[src/verilog/glb_pkg.sv]
// Global buffer bank definitions.
// Word and address widths, their vector types, and the requester
// encoding shared by the controller, the memory core and the testbench.

package glb_pkg;

    // ==============================
    // Bank geometry
    // ==============================
    localparam int BANK_DATA_WIDTH = 64;  // Bits per memory word.
    localparam int BANK_ADDR_WIDTH = 10;  // Word address, 1024 words deep.

    typedef logic [BANK_DATA_WIDTH-1:0] bank_data_t;  // Every data path.
    typedef logic [BANK_ADDR_WIDTH-1:0] bank_addr_t;  // Every word address.

    // ==============================
    // Port owner per cycle
    // ==============================
    // Listed in grant priority order after REQ_NONE.
    typedef enum logic [2:0] {
        REQ_NONE    = 3'd0,  // Memory port idle.
        REQ_HOST_WR = 3'd1,  // Host write, highest priority.
        REQ_HOST_RD = 3'd2,  // Host read.
        REQ_CFG_RD  = 3'd3,  // Configuration loader read.
        REQ_CGRA_WR = 3'd4,  // Fabric write.
        REQ_CGRA_RD = 3'd5   // Fabric read, lowest priority.
    } glb_req_e;

endpackage
[src/verilog/bank_mem_if.sv]
// Bank memory port.
// Single shared port between the bank controller and the memory core.

`timescale 1ns/10ps

interface bank_mem_if
    import glb_pkg::*;
();

    logic       rd_en;     // Read strobe, one cycle per read.
    logic       wr_en;     // Write strobe.
    bank_addr_t addr;      // Word address for either access.
    bank_data_t data_in;   // Write data.
    bank_data_t data_out;  // Read data, valid after the grant edge.

    // Controller side drives the access.
    modport controller (
        output rd_en,
        output wr_en,
        output addr,
        output data_in,
        input  data_out
    );

    // Memory side returns read data.
    modport memory (
        input  rd_en,
        input  wr_en,
        input  addr,
        input  data_in,
        output data_out
    );

endinterface

[src/verilog/bank_controller.sv]
// Bank controller.
// Grants the single memory port to one of host, config and CGRA
// requests in fixed priority, then routes read data back to the
// winner and holds each read port until its next granted read.

`timescale 1ns/10ps

module bank_controller
    import glb_pkg::*;
(
    input  logic        clk,
    input  logic        reset,

    // Host requests.
    input  logic        host_wr_en,
    input  bank_addr_t  host_wr_addr,
    input  bank_data_t  host_wr_data,
    input  logic        host_rd_en,
    input  bank_addr_t  host_rd_addr,
    output bank_data_t  host_rd_data,

    // Fabric requests.
    input  logic        cgra_wr_en,
    input  bank_addr_t  cgra_wr_addr,
    input  bank_data_t  cgra_wr_data,
    input  logic        cgra_rd_en,
    input  bank_addr_t  cgra_rd_addr,
    output bank_data_t  cgra_rd_data,

    // Configuration loader, read only.
    input  logic        cfg_rd_en,
    input  bank_addr_t  cfg_rd_addr,
    output bank_data_t  cfg_rd_data,

    bank_mem_if.controller mem
);

    glb_req_e   grant;            // Winner of the current cycle.
    glb_req_e   grant_q;          // Winner of the previous cycle.
    bank_data_t host_rd_data_q;   // Held host read data.
    bank_data_t cgra_rd_data_q;   // Held fabric read data.
    bank_data_t cfg_rd_data_q;    // Held config read data.

    // ==============================
    // Priority arbiter
    // ==============================
    // Losers are dropped without retry.
    always_comb begin
        if (host_wr_en)       grant = REQ_HOST_WR;
        else if (host_rd_en)  grant = REQ_HOST_RD;
        else if (cfg_rd_en)   grant = REQ_CFG_RD;
        else if (cgra_wr_en)  grant = REQ_CGRA_WR;
        else if (cgra_rd_en)  grant = REQ_CGRA_RD;
        else                  grant = REQ_NONE;
    end

    // Drive the memory port from the winner.
    always_comb begin
        mem.rd_en   = 1'b0;
        mem.wr_en   = 1'b0;
        mem.addr    = '0;
        mem.data_in = '0;  // Only meaningful on writes.
        case (grant)
            REQ_HOST_WR: begin
                mem.wr_en   = 1'b1;
                mem.addr    = host_wr_addr;
                mem.data_in = host_wr_data;
            end
            REQ_HOST_RD: begin
                mem.rd_en = 1'b1;
                mem.addr  = host_rd_addr;
            end
            REQ_CFG_RD: begin
                mem.rd_en = 1'b1;
                mem.addr  = cfg_rd_addr;
            end
            REQ_CGRA_WR: begin
                mem.wr_en   = 1'b1;
                mem.addr    = cgra_wr_addr;
                mem.data_in = cgra_wr_data;
            end
            REQ_CGRA_RD: begin
                mem.rd_en = 1'b1;
                mem.addr  = cgra_rd_addr;
            end
            default: ;  // Idle port.
        endcase
    end

    // ==============================
    // Read data routing and hold
    // ==============================
    // Grant is remembered one cycle so the returning word finds its owner.
    always_ff @(posedge clk or posedge reset) begin
        if (reset) begin
            grant_q        <= REQ_NONE;
            host_rd_data_q <= '0;
            cgra_rd_data_q <= '0;
            cfg_rd_data_q  <= '0;
        end else begin
            grant_q        <= grant;
            host_rd_data_q <= host_rd_data;  // Capture what is shown.
            cgra_rd_data_q <= cgra_rd_data;
            cfg_rd_data_q  <= cfg_rd_data;
        end
    end

    // Only the read winner sees the fresh memory word.
    assign host_rd_data = (grant_q == REQ_HOST_RD) ? mem.data_out : host_rd_data_q;
    assign cgra_rd_data = (grant_q == REQ_CGRA_RD) ? mem.data_out : cgra_rd_data_q;
    assign cfg_rd_data  = (grant_q == REQ_CFG_RD)  ? mem.data_out : cfg_rd_data_q;

    // ==============================
    // Checks
    // ==============================
    // A read port moves only in the cycle after its own granted read.
    a_routed_is_read: assert property (@(posedge clk) disable iff (reset)
        ($stable(host_rd_data) || grant_q == REQ_HOST_RD)
        && ($stable(cgra_rd_data) || grant_q == REQ_CGRA_RD)
        && ($stable(cfg_rd_data) || grant_q == REQ_CFG_RD))
        else $error("read port changed without its own read grant");

endmodule

[src/flat_wrapper.sv]
// flat-port wrapper written by rule: the top's interface ports become plain ports
module bank_controller_flat import glb_pkg::*;
  (clk, reset, host_wr_en, host_wr_addr, host_wr_data, host_rd_en, host_rd_addr, host_rd_data, cgra_wr_en, cgra_wr_addr, cgra_wr_data, cgra_rd_en, cgra_rd_addr, cgra_rd_data, cfg_rd_en, cfg_rd_addr, cfg_rd_data, mem_rd_en, mem_wr_en, mem_addr, mem_data_in, mem_data_out);
  bank_mem_if mem_i ();
  input  logic clk;
  input  logic reset;
  input  logic host_wr_en;
  input  bank_addr_t host_wr_addr;
  input  bank_data_t host_wr_data;
  input  logic host_rd_en;
  input  bank_addr_t host_rd_addr;
  output bank_data_t host_rd_data;
  input  logic cgra_wr_en;
  input  bank_addr_t cgra_wr_addr;
  input  bank_data_t cgra_wr_data;
  input  logic cgra_rd_en;
  input  bank_addr_t cgra_rd_addr;
  output bank_data_t cgra_rd_data;
  input  logic cfg_rd_en;
  input  bank_addr_t cfg_rd_addr;
  output bank_data_t cfg_rd_data;
  output wire logic [$bits(mem_i.rd_en)-1:0] mem_rd_en;
  output wire logic [$bits(mem_i.wr_en)-1:0] mem_wr_en;
  output wire logic [$bits(mem_i.addr)-1:0] mem_addr;
  output wire logic [$bits(mem_i.data_in)-1:0] mem_data_in;
  input wire logic [$bits(mem_i.data_out)-1:0] mem_data_out;
  assign mem_rd_en = mem_i.rd_en;
  assign mem_wr_en = mem_i.wr_en;
  assign mem_addr = mem_i.addr;
  assign mem_data_in = mem_i.data_in;
  assign mem_i.data_out = mem_data_out;
  bank_controller u_core (.clk(clk), .reset(reset), .host_wr_en(host_wr_en), .host_wr_addr(host_wr_addr), .host_wr_data(host_wr_data), .host_rd_en(host_rd_en), .host_rd_addr(host_rd_addr), .host_rd_data(host_rd_data), .cgra_wr_en(cgra_wr_en), .cgra_wr_addr(cgra_wr_addr), .cgra_wr_data(cgra_wr_data), .cgra_rd_en(cgra_rd_en), .cgra_rd_addr(cgra_rd_addr), .cgra_rd_data(cgra_rd_data), .cfg_rd_en(cfg_rd_en), .cfg_rd_addr(cfg_rd_addr), .cfg_rd_data(cfg_rd_data), .mem(mem_i));
endmodule
[config.mk]
export PLATFORM = sky130hd
export DESIGN_NAME = bank_controller_flat
export DESIGN_NICKNAME = d
export VERILOG_FILES = /design/src/verilog/glb_pkg.sv /design/src/verilog/bank_mem_if.sv /design/src/verilog/bank_controller.sv /design/src/flat_wrapper.sv
export SDC_FILE = /design/constraint.sdc
export NUM_CORES = 1
export LEC_CHECK = 0
export ABC_CLOCK_PERIOD_IN_PS = 13300
export BUFFER_PORTS_ARGS = -buffer_cell sky130_fd_sc_hd__clkbuf_2
export CAP_MARGIN = 10
export CORE_AREA = 2 2 201 203
export CTS_CLUSTER_SIZE = 40
export DETAILED_ROUTE_END_ITERATION = 10
export DIE_AREA = 0 0 203 205
export PLACE_DENSITY = 0.46
export SYNTH_ARGS = -nofsm -noshare
export SYNTH_HDL_FRONTEND = slang
export SYNTH_SLANG_ARGS = --single-unit
[constraint.sdc]
create_clock -name clk -period 13.3 [get_ports clk]
set_input_delay 1.995 -clock clk [delete_from_list [all_inputs] [get_ports clk]]
set_output_delay 1.995 -clock clk [all_outputs]
set_load 0.1 [all_outputs]
# After elaboration in Yosys (flattened, before gate mapping)
# Cells that the tools add are included.
totals:
  elab_cells: 26
  register_bits: 195
  output_inout_bits: 268
classes:
  n_eq_ne: 8
  n_reduce_logical: 2
  n_mux: 12
op_table:
  columns: ["operator", "n"]
  rows:
  - ["$mux W64", 3]
  - ["$pmux W64 S2", 1]
  - ["$pmux W10 S5", 1]
  - ["$mux W3", 5]
  - ["$eq A3 B2 Y1 const B", 4]
  - ["$eq A3 B3 Y1 const B", 3]
  - ["$eq A3 B1 Y1 const B", 1]
  - ["$reduce_or A3 Y1", 1]
  - ["$mux W1", 2]
  - ["$reduce_or A2 Y1", 1]

# Depth between registers and ports, before layout
# Gate-level depths: netlist of the first run.
depth:
  depth_word: 8
  mapped_depth: 6
  ltp_nobuf: 3

# Worst setup path after synthesis of the first run
# Ideal clock, no wire load.
synth_path:
  kind: "in2out"
  start: "in host_wr_en"
  end: "out mem_addr[0]"
  stages: 4
  path_buffers: 2
  setup_slack_ns: 7.108
  arrival_time_ns: 4.197
  required_ns: 11.305
  path_cell_list: "buf_2 -> or3_4 -> clkbuf_1 -> o22ai_1"
synth_via:
  elab_chain_cells: 3
  word_cells_on_any_way: 7
synth_lines:
  columns: ["element", "line_no", "rtl"]
  rows:
  - ["start, declared", "flat_wrapper.sv:7", "input logic host_wr_en;"]
  - ["$mux W3 *", "bank_controller.sv:49", "if (host_wr_en) grant = REQ_HOST_WR;"]
  - ["$eq A3 B3 Y1, or another cell as far along", "bank_controller.sv:63", "case (grant)"]
  - ["$pmux W10 S5 *", "bank_controller.sv:63", null]
  - ["end, declared", "flat_wrapper.sv:24", "output wire logic [$bits(mem_i.addr)-1:0] mem_addr;"]
# Mark *: on every way between the ends. The rest lies on a longest branch, timed or not.

# Final worst setup path of the first run
layout_path:
  start: "in host_wr_en"
  end: "out mem_data_in[3]"
layout_via:
  elab_chain_cells: 3
  word_cells_on_any_way: 4
layout_lines:
  columns: ["element", "line_no", "rtl"]
  rows:
  - ["$mux W3 *", "bank_controller.sv:49", null]
  - ["$eq A3 B3 Y1 / $eq A3 B1 Y1 (equally long branches)", "bank_controller.sv:63", null]
  - ["$pmux W64 S2 *", "bank_controller.sv:63", null]
  - ["end, declared", "flat_wrapper.sv:25", "output wire logic [$bits(mem_i.data_in)-1:0] mem_data_in;"]
# Marks and branches as above.

==> summary.md, run 1 <==
| Metric | Value |
|---|---|
| # fillers | `around 4200` |
| CTS sink cnt | `slightly below 200` |
| WS Path Type | `input port to output port` |
| Max stage delay on crit path | `about 0.58 ns` |
| Wire length on met2 | `~17000 microns` |
| Setup TNS | `0 ns` |
| Slowest cell on crit path | `or3_4` |
| DRT iter0 DRCs | `about 200` |
| Tot Pwr | `roughly 2900 uW` |
| Die Ht | `roughly 210 microns` |
| Async S/R FF share, synth | `between 90% and 100%` |
| Max_cap viols | `0` |
| Synthesized instance count | `between 500 and 600` |
| P per Cell Area | `around 240 nW/um^2` |
| CP required | `roughly 11 ns` |
| Fin Clk Skew | `0.0161 ns` |
| Ordered list of cells on the worst path | `buf_2 > buf_4 > or3_4 > nor2_4 > buf_4 > a22o_1 > clkbuf_2` |
| Register Area | `between 4000 and 5000 sq um` |
| Crit-path max FO | `a little under 90` |
| Area contributors post-synth | `dfrtp_1 59%, mux2_1 26%, a22o_1 6.8%, buf_2 1.4%, a221oi_1 1.1%` |
| Status | `completed` |
| Final HPWL DP | `~27000 microns` |
| Area occupied by multi-input gates | `approximately 3100 sq um` |
| CTS Buf Count | `17` |
| Antenna-violating nets left | `0` |
| RSZ-0062 raised after global routing | `no` |
| Share of cells above drive strength 1 | `between 50 and 60%` |
| IO Port Bufs | `roughly 520` |
| CTS hold repair buffers | `0` |
| Row count | `73` |
| Syn nets | `roughly 800` |
| Core area | `around 39000 sq um` |
| Root Buffer | `clkbuf_16` |
| GRT Overall Usage | `16.0%` |
| Endpoints failing setup | `0` |
| Clock transition at the registers of the reported paths | `around 0.070 ns` |
| Max IR drop VDD | `73.7 uV` |
| Worst setup EP type | `output port` |
| Hold path depth | `1` |
| Routed wire length | `34000 microns` |
| Maximum clock frequency | `148 MHz` |
| Syn Area/Cell | `around 15 sq um` |
| Fin. max-slew vios | `0` |
| Max transition margin | `between 20% and 30%` |
| Critical path arrival | `4.75 ns` |
| Count of flip-flops with a built-in enable after synthesis | `0` |
| DRT Pass-1 Iters | `5` |
| CTS tree | `done` |
| Starting Density | `a little over a fifth` |
| H-tree levels | `4` |
| Clk buf depth | `2` |
| Startpoint types | `input port` |
| Highest Signal Layer | `met5` |
| Clock latency on the worst-skew pair | `0.45 ns` |
| Top FF cell, synth | `dfrtp_1` |
| Die ar. | `between 40000 and 50000 sq um` |
| Seq cells post-synth | `around 200` |
| Fin nets | `1302` |
| Via count | `between 6000 and 7000` |
| Vias in the first global route | `7076` |
| R2R depth | `3` |
| Post-CTS resize count | `0` |
| Synth Warn # | `0` |
| Area fraction of the dominant cell type after synthesis | `between 50% and 60%` |
| Yosys top cell by area | `dfrtp_1` |
| Area grow syn2layout | `45.0%` |
| WL met1 | `11700 microns` |
| WL/cell | `between 20 and 25 microns` |
| GP Congestion | `between 0.9 and 1` |
| Lkg Pwr | `about 0.0059 uW` |
| Initial antenna violation count | `15` |
| # Post-CTS Setup Buffers | `0` |
| Post-Syn Area | `just over 8000 sq um` |
| Final worst path period share | `50.7%` |
| DR vias/cell | `around 4.2` |
| DRC violation count after routing | `0` |
| Total gr overflow | `0` |
| Met3 wire len | `roughly 2600 microns` |
| Final Hold Viols | `0` |
| Die Wd | `just over 200 microns` |
| Hold Slack | `between 0.4 and 0.5 ns` |
| Sequential-to-total area share from yosys stat | `59.3%` |
| Minimum clock period | `6.74 ns` |
| Yosys cell types | `19` |
| Ports | `about 520` |
| HP Class | `register to register` |
| Worst-Margin Slew | `1.06 ns` |
| First-pass GRT wire length | `about 48000 microns` |
| Critical Path Most Common Cell | `buf_4` |
| Largest net degree at the start of global routing | `around 130` |
placed cells by master (no fill, tap or decap), drive strengths merged:
master	n
diode	11
bufinv	2
clkinvlp	1
dfrtp	195
a221oi	10
or3	1
clkinv	5
buf	10
or2	1
nor2	7
nor3	1
o22ai	10
a22oi	10
inv	7
nand3b	2
nor2b	12
o21bai	1
a22o	64
nor3b	1
mux2	192
clkbuf	534
metrics by stage:
stage                     util, %  instances  instance area, sq um  setup WS (ns)
after CTS                    30.3       1591                 11900           6.59
final                        30.3       1602                 11900           6.56
after global placement       28.7       1559                 11300           6.64
after global routing         30.3       1598                 11900           6.41
after floorplan                 -        552                  8230           5.99
after detailed placement     28.7       1559                 11300           6.58
cells by family (layout without fill, tap and decap cells):
| logic type | count (synthesis) | in the layout | share of synthesized area (%) |
|---|---|---|---|
| AND/OR/NAND/NOR | 25 | 25 | 1.87 |
| other | 0 | 11 | 0 |
| buffers and inverters | 45 | 559 | 2.95 |
| flip-flops | 195 | 195 | 59.3 |
| multiplexers | 192 | 192 | 26.3 |
| AO/OA/AOI/OAI | 95 | 95 | 9.64 |
layout make-up:
type                    count  share of cell area, %
flip-flops and latches    195                   40.9
multi-input cells         312                   26.1
repair buffers            525                   22.2
well taps                 525                   5.50
clock buffers              19                   3.71
clock inverters            13                   1.26
diodes                     11                  0.231
inverters                   2                  0.126
cell usage after synthesis, drive strengths merged, types with 2 or more instances:
master,n
a22oi,10
a221oi,10
inv,2
buf,29
o22ai,10
a22o,64
mux2,192
nor2,7
dfrtp,195
nor2b,12
clkbuf,14
nand3b,2
flip-flops by register name, summed over array words and instances (netlist names):
register and cells:
u_core.cfg_rd_data_q 64, u_core.cgra_rd_data_q 64, u_core.grant_q 3, u_core.host_rd_data_q 64
worst max-delay path, delay by kind of cell:
family	cells	cell delay, ns
buffers and inverters	4	1.37
AOI/OAI and AO/OA	1	0.21
and+or+nand+nor	2	1.11
path summary, 6_finish.rpt:
kind | from | end | slack [ns]
setup / recovery | host_wr_en | mem_data_in[3] | 6.56
hold / removal | u_core.host_rd_data_q[9] | u_core.host_rd_data_q[9] | 0.48
setup reg to reg | u_core.grant_q[2] | u_core.host_rd_data_q[57] | 11.57
hold reg to reg | u_core.host_rd_data_q[9] | u_core.host_rd_data_q[9] | 0.48
max in group asynchronous | reset | u_core.cfg_rd_data_q[41] | 10.21
min in group asynchronous | reset | u_core.host_rd_data_q[30] | 1.73
power breakdown:
group          total, uW  switching, uW  internal (uW)
sequential           756           28.8            727
clock                527            241            286
combinational       1590           1370            214
per-layer routing:
layer  GRT usage, %  vias up
met2           28.9      313
met4           9.78        2
met1           15.8     3293
met3           5.30       66
li1               -     3078
met5              0        -
Power figures use the tool's default switching activity.
==> run 2, diff against run 1 <==
--- a/config.mk
+++ b/config.mk
@@ -5,13 +5,14 @@
 export SDC_FILE = /design/constraint.sdc
 export NUM_CORES = 1
 export LEC_CHECK = 0
-export ABC_CLOCK_PERIOD_IN_PS = 13300
+export ABC_AREA = 1
+export ABC_CLOCK_PERIOD_IN_PS = 6300
 export BUFFER_PORTS_ARGS = -buffer_cell sky130_fd_sc_hd__clkbuf_2
 export CAP_MARGIN = 10
-export CORE_AREA = 2 2 201 203
+export CORE_AREA = 2 2 203 205
 export CTS_CLUSTER_SIZE = 40
 export DETAILED_ROUTE_END_ITERATION = 10
-export DIE_AREA = 0 0 203 205
+export DIE_AREA = 0 0 205 207
 export PLACE_DENSITY = 0.46
 export SYNTH_ARGS = -nofsm -noshare
 export SYNTH_HDL_FRONTEND = slang
==> constraint.sdc (replaced) <==
create_clock -name clk -period 6.3 [get_ports clk]
set_input_delay 0.945 -clock clk [delete_from_list [all_inputs] [get_ports clk]]
set_output_delay 0.945 -clock clk [all_outputs]
set_load 0.1 [all_outputs]
==> run 2 against run 1 <==
  * Synthesized area is 1.5% higher
  * Die area increased by 2.0%
  * Core utilization fell by 0.70 points
  * Flip-flop and latch count is the same
  * Critical endpoint is now mem_data_in[2]
  * Highest routed layer is now met4
==> summary.md, run 2 <==
| Metric | Value |
|---|---|
| Routed wire length | `between 30000 and 40000 microns` |
| Design area | `around 12000 sq um` |
| IO Port Bufs | `516` |
| Post-route setup slack | `1.81 ns` |
| Lkg Pwr | `0.00696 uW` |
| Row count | `74` |
| Yosys top cell by area | `dfrtp_1` |
| Syn Area/Cell | `a little over 8 sq um` |
| Post-Syn Area | `approximately 8400 sq um` |
| Max transition margin | `27.5%` |
| Ports | `517` |
| CTS tree | `done` |
| Status | `completed` |
| Count of flip-flops with a built-in enable after synthesis | `0` |
| Die Wd | `roughly 210 microns` |
| Slowest cell on crit path | `inv_2` |
| R2R Setup Slk | `4.05 ns` |
| Sequential-to-total area share from yosys stat | `around 60%` |
| Setup TNS | `0 ns` |
| Synth top cells by count | `407 x nand2_1, 195 x dfrtp_1, 192 x o21ai_0` |
| CP required | `~5.4 ns` |
| Synthesized instance count | `1021` |
| CTS Buf Count | `17` |
| DRT Pass-1 Iters | `5` |
| Synth Warn # | `0` |
| CTS hold repair buffers | `0` |
| Share of cells above drive strength 1 | `37.1%` |
| Clock transition at the registers of the reported paths | `roughly 0.070 ns` |
| Max_cap viols | `0` |
| Fin Clk Skew | `0.0150 ns` |
| First-pass GRT wire length | `between 50000 and 60000 microns` |
| Maximum clock frequency | `around 220 MHz` |
| Area fraction of the dominant cell type after synthesis | `slightly below 60%` |
| DR vias/cell | `about 4.0` |
| Post-CTS resize count | `0` |
| Starting Density | `between 20 and 25%` |
| # Post-CTS Setup Buffers | `0` |
| Top-count cell post-synth | `nand2_1` |
| Area contributors post-synth | `dfrtp_1 58%, nand2_1 18%, o21ai_0 12%, inv_1 4.4%, clkbuf_1 1.4%` |
| GP Congestion | `0.955` |
| Most common cell after layout, fill and taps aside | `clkbuf_2` |
| Top FF cell, synth | `dfrtp_1` |
| H-tree levels | `4` |
| Final Hold Viols | `0` |
| Fin. max-slew vios | `0` |
| P per Cell Area | `493 nW/um^2` |
| Endpoints failing setup | `0` |
| Critical path arrival | `~3.5 ns` |
| Startpoint types | `input port` |
| Area after DPL | `~11000 sq um` |
| HP Class | `register to register` |
| Pre-CTS setup slack | `approximately 1.8 ns` |
| Final worst path period share | `around 71%` |
| WL/cell | `around 18 microns` |
| Async S/R FF share, synth | `100%` |
| DRT iter0 DRCs | `around 420` |
| Final HPWL DP | `roughly 29000 microns` |
| Via count | `8272` |
| CTS sink cnt | `about 200` |
| Fin nets | `1750` |
| Worst setup EP type | `output port` |
| Largest net degree at the start of global routing | `141` |
| Vias in the first global route | `around 8300` |
| Die ar. | `42400 sq um` |
| Antenna-violating nets left | `0` |
| DRC violation count after routing | `0` |
| Root Buffer | `clkbuf_16` |
| Syn nets | `between 1000 and 1500` |
| Clk buf depth | `2` |
| RSZ-0062 raised after global routing | `no` |
| Core area | `a little over 40000 sq um` |
| Worst-Margin Slew | `~1.1 ns` |
| Yosys cell types | `16` |
| Commonest non-fill, non-tap cells in the layout | `516 x clkbuf_2, 406 x nand2_1, 195 x dfrtp_1, 192 x o21ai_0, 97 x inv_1` |
| Die Ht | `around 210 microns` |
| Total gr overflow | `0` |
| Max IR drop VDD | `between 150 and 200 uV` |
| GRT Overall Usage | `about 17%` |
| Clock latency on the worst-skew pair | `around 0.45 ns` |
| Initial antenna violation count | `1` |
| Biggest regs | `u_core.cfg_rd_data_q: 64 flops, u_core.cgra_rd_data_q: 64 flops, u_core.host_rd_data_q: 64 flops` |
| Crit-path max FO | `65` |
| Minimum clock period | `between 4 and 5 ns` |
| Ordered list of cells on the worst path | `clkbuf_2 > inv_2 > nand4_1 > inv_2 > nand2_1 > nand2_1 > clkbuf_2` |
| Max stage delay on crit path | `0.98 ns` |
| WS Path Type | `input port to output port` |
| Area grow syn2layout | `43.1%` |
| Seq cells post-synth | `195` |
run 2: final cells by class:
| cell class | instances | area (sq um) |
|---|---|---|
| fillers | 4539 | 28400 |
| diodes | 1 | 2.50 |
| inverters | 101 | 387 |
| clock buffers | 20 | 457 |
| well taps | 532 | 666 |
| clock inverters | 12 | 120 |
| flip-flops and latches | 195 | 4880 |
| multi-input cells | 665 | 2830 |
| repair buffers | 521 | 2620 |
run 2: worst paths after layout:
path,end,depth (start not counted),startpoint
min,u_core.host_rd_data_q[19],2,u_core.host_rd_data_q[19]
max in group asynchronous,u_core.cfg_rd_data_q[15],3,reset
min in group asynchronous,u_core.cgra_rd_data_q[13],2,reset
max,mem_data_in[2],7,host_rd_en
min reg2reg,u_core.host_rd_data_q[19],2,u_core.host_rd_data_q[19]
max reg2reg,u_core.cgra_rd_data_q[0],4,u_core.grant_q[1]
run 2: logic make-up after synthesis:
logic type	synth area share, %
compound gates	12.0
buf+inv	8.15
simple gates	21.4
flops	58.4
run 2: where the power goes:
group	leakage, uW	switching (uW)	internal [uW]
Clock	0.000284	505	576
Combinational	0.00430	2850	377
Sequential	0.00238	71.7	1520
Total	0.00696	3420	2480
run 2: metrics by stage:
stage	power [uW]	utilization (%)	std cells	hold WS, ns
floorplan	4310	-	1021	1.13
global placement	4850	28.2	2014	0.477
detailed placement	4870	28.2	2014	0.483
CTS	5970	29.6	2046	0.501
global route	6150	29.6	2047	0.518
finish	5900	29.6	2047	0.495
run 2: metal layers:
| layer | track usage, % | share of wire [%] | vias to the layer above |
|---|---|---|---|
| li1 | - | - | 4145 |
| met1 | 18.4 | 37 | 3782 |
| met2 | 30.7 | 53 | 311 |
| met3 | 4.78 | 7.2 | 34 |
| met4 | 5.73 | 2.9 | 0 |
| met5 | 0 | 0 | - |
run 2: worst max-delay path, delay by kind of cell:
family	cells	cell delay (ns)
AND/OR/NAND/NOR	3	0.81
buffers and inverters	4	1.76
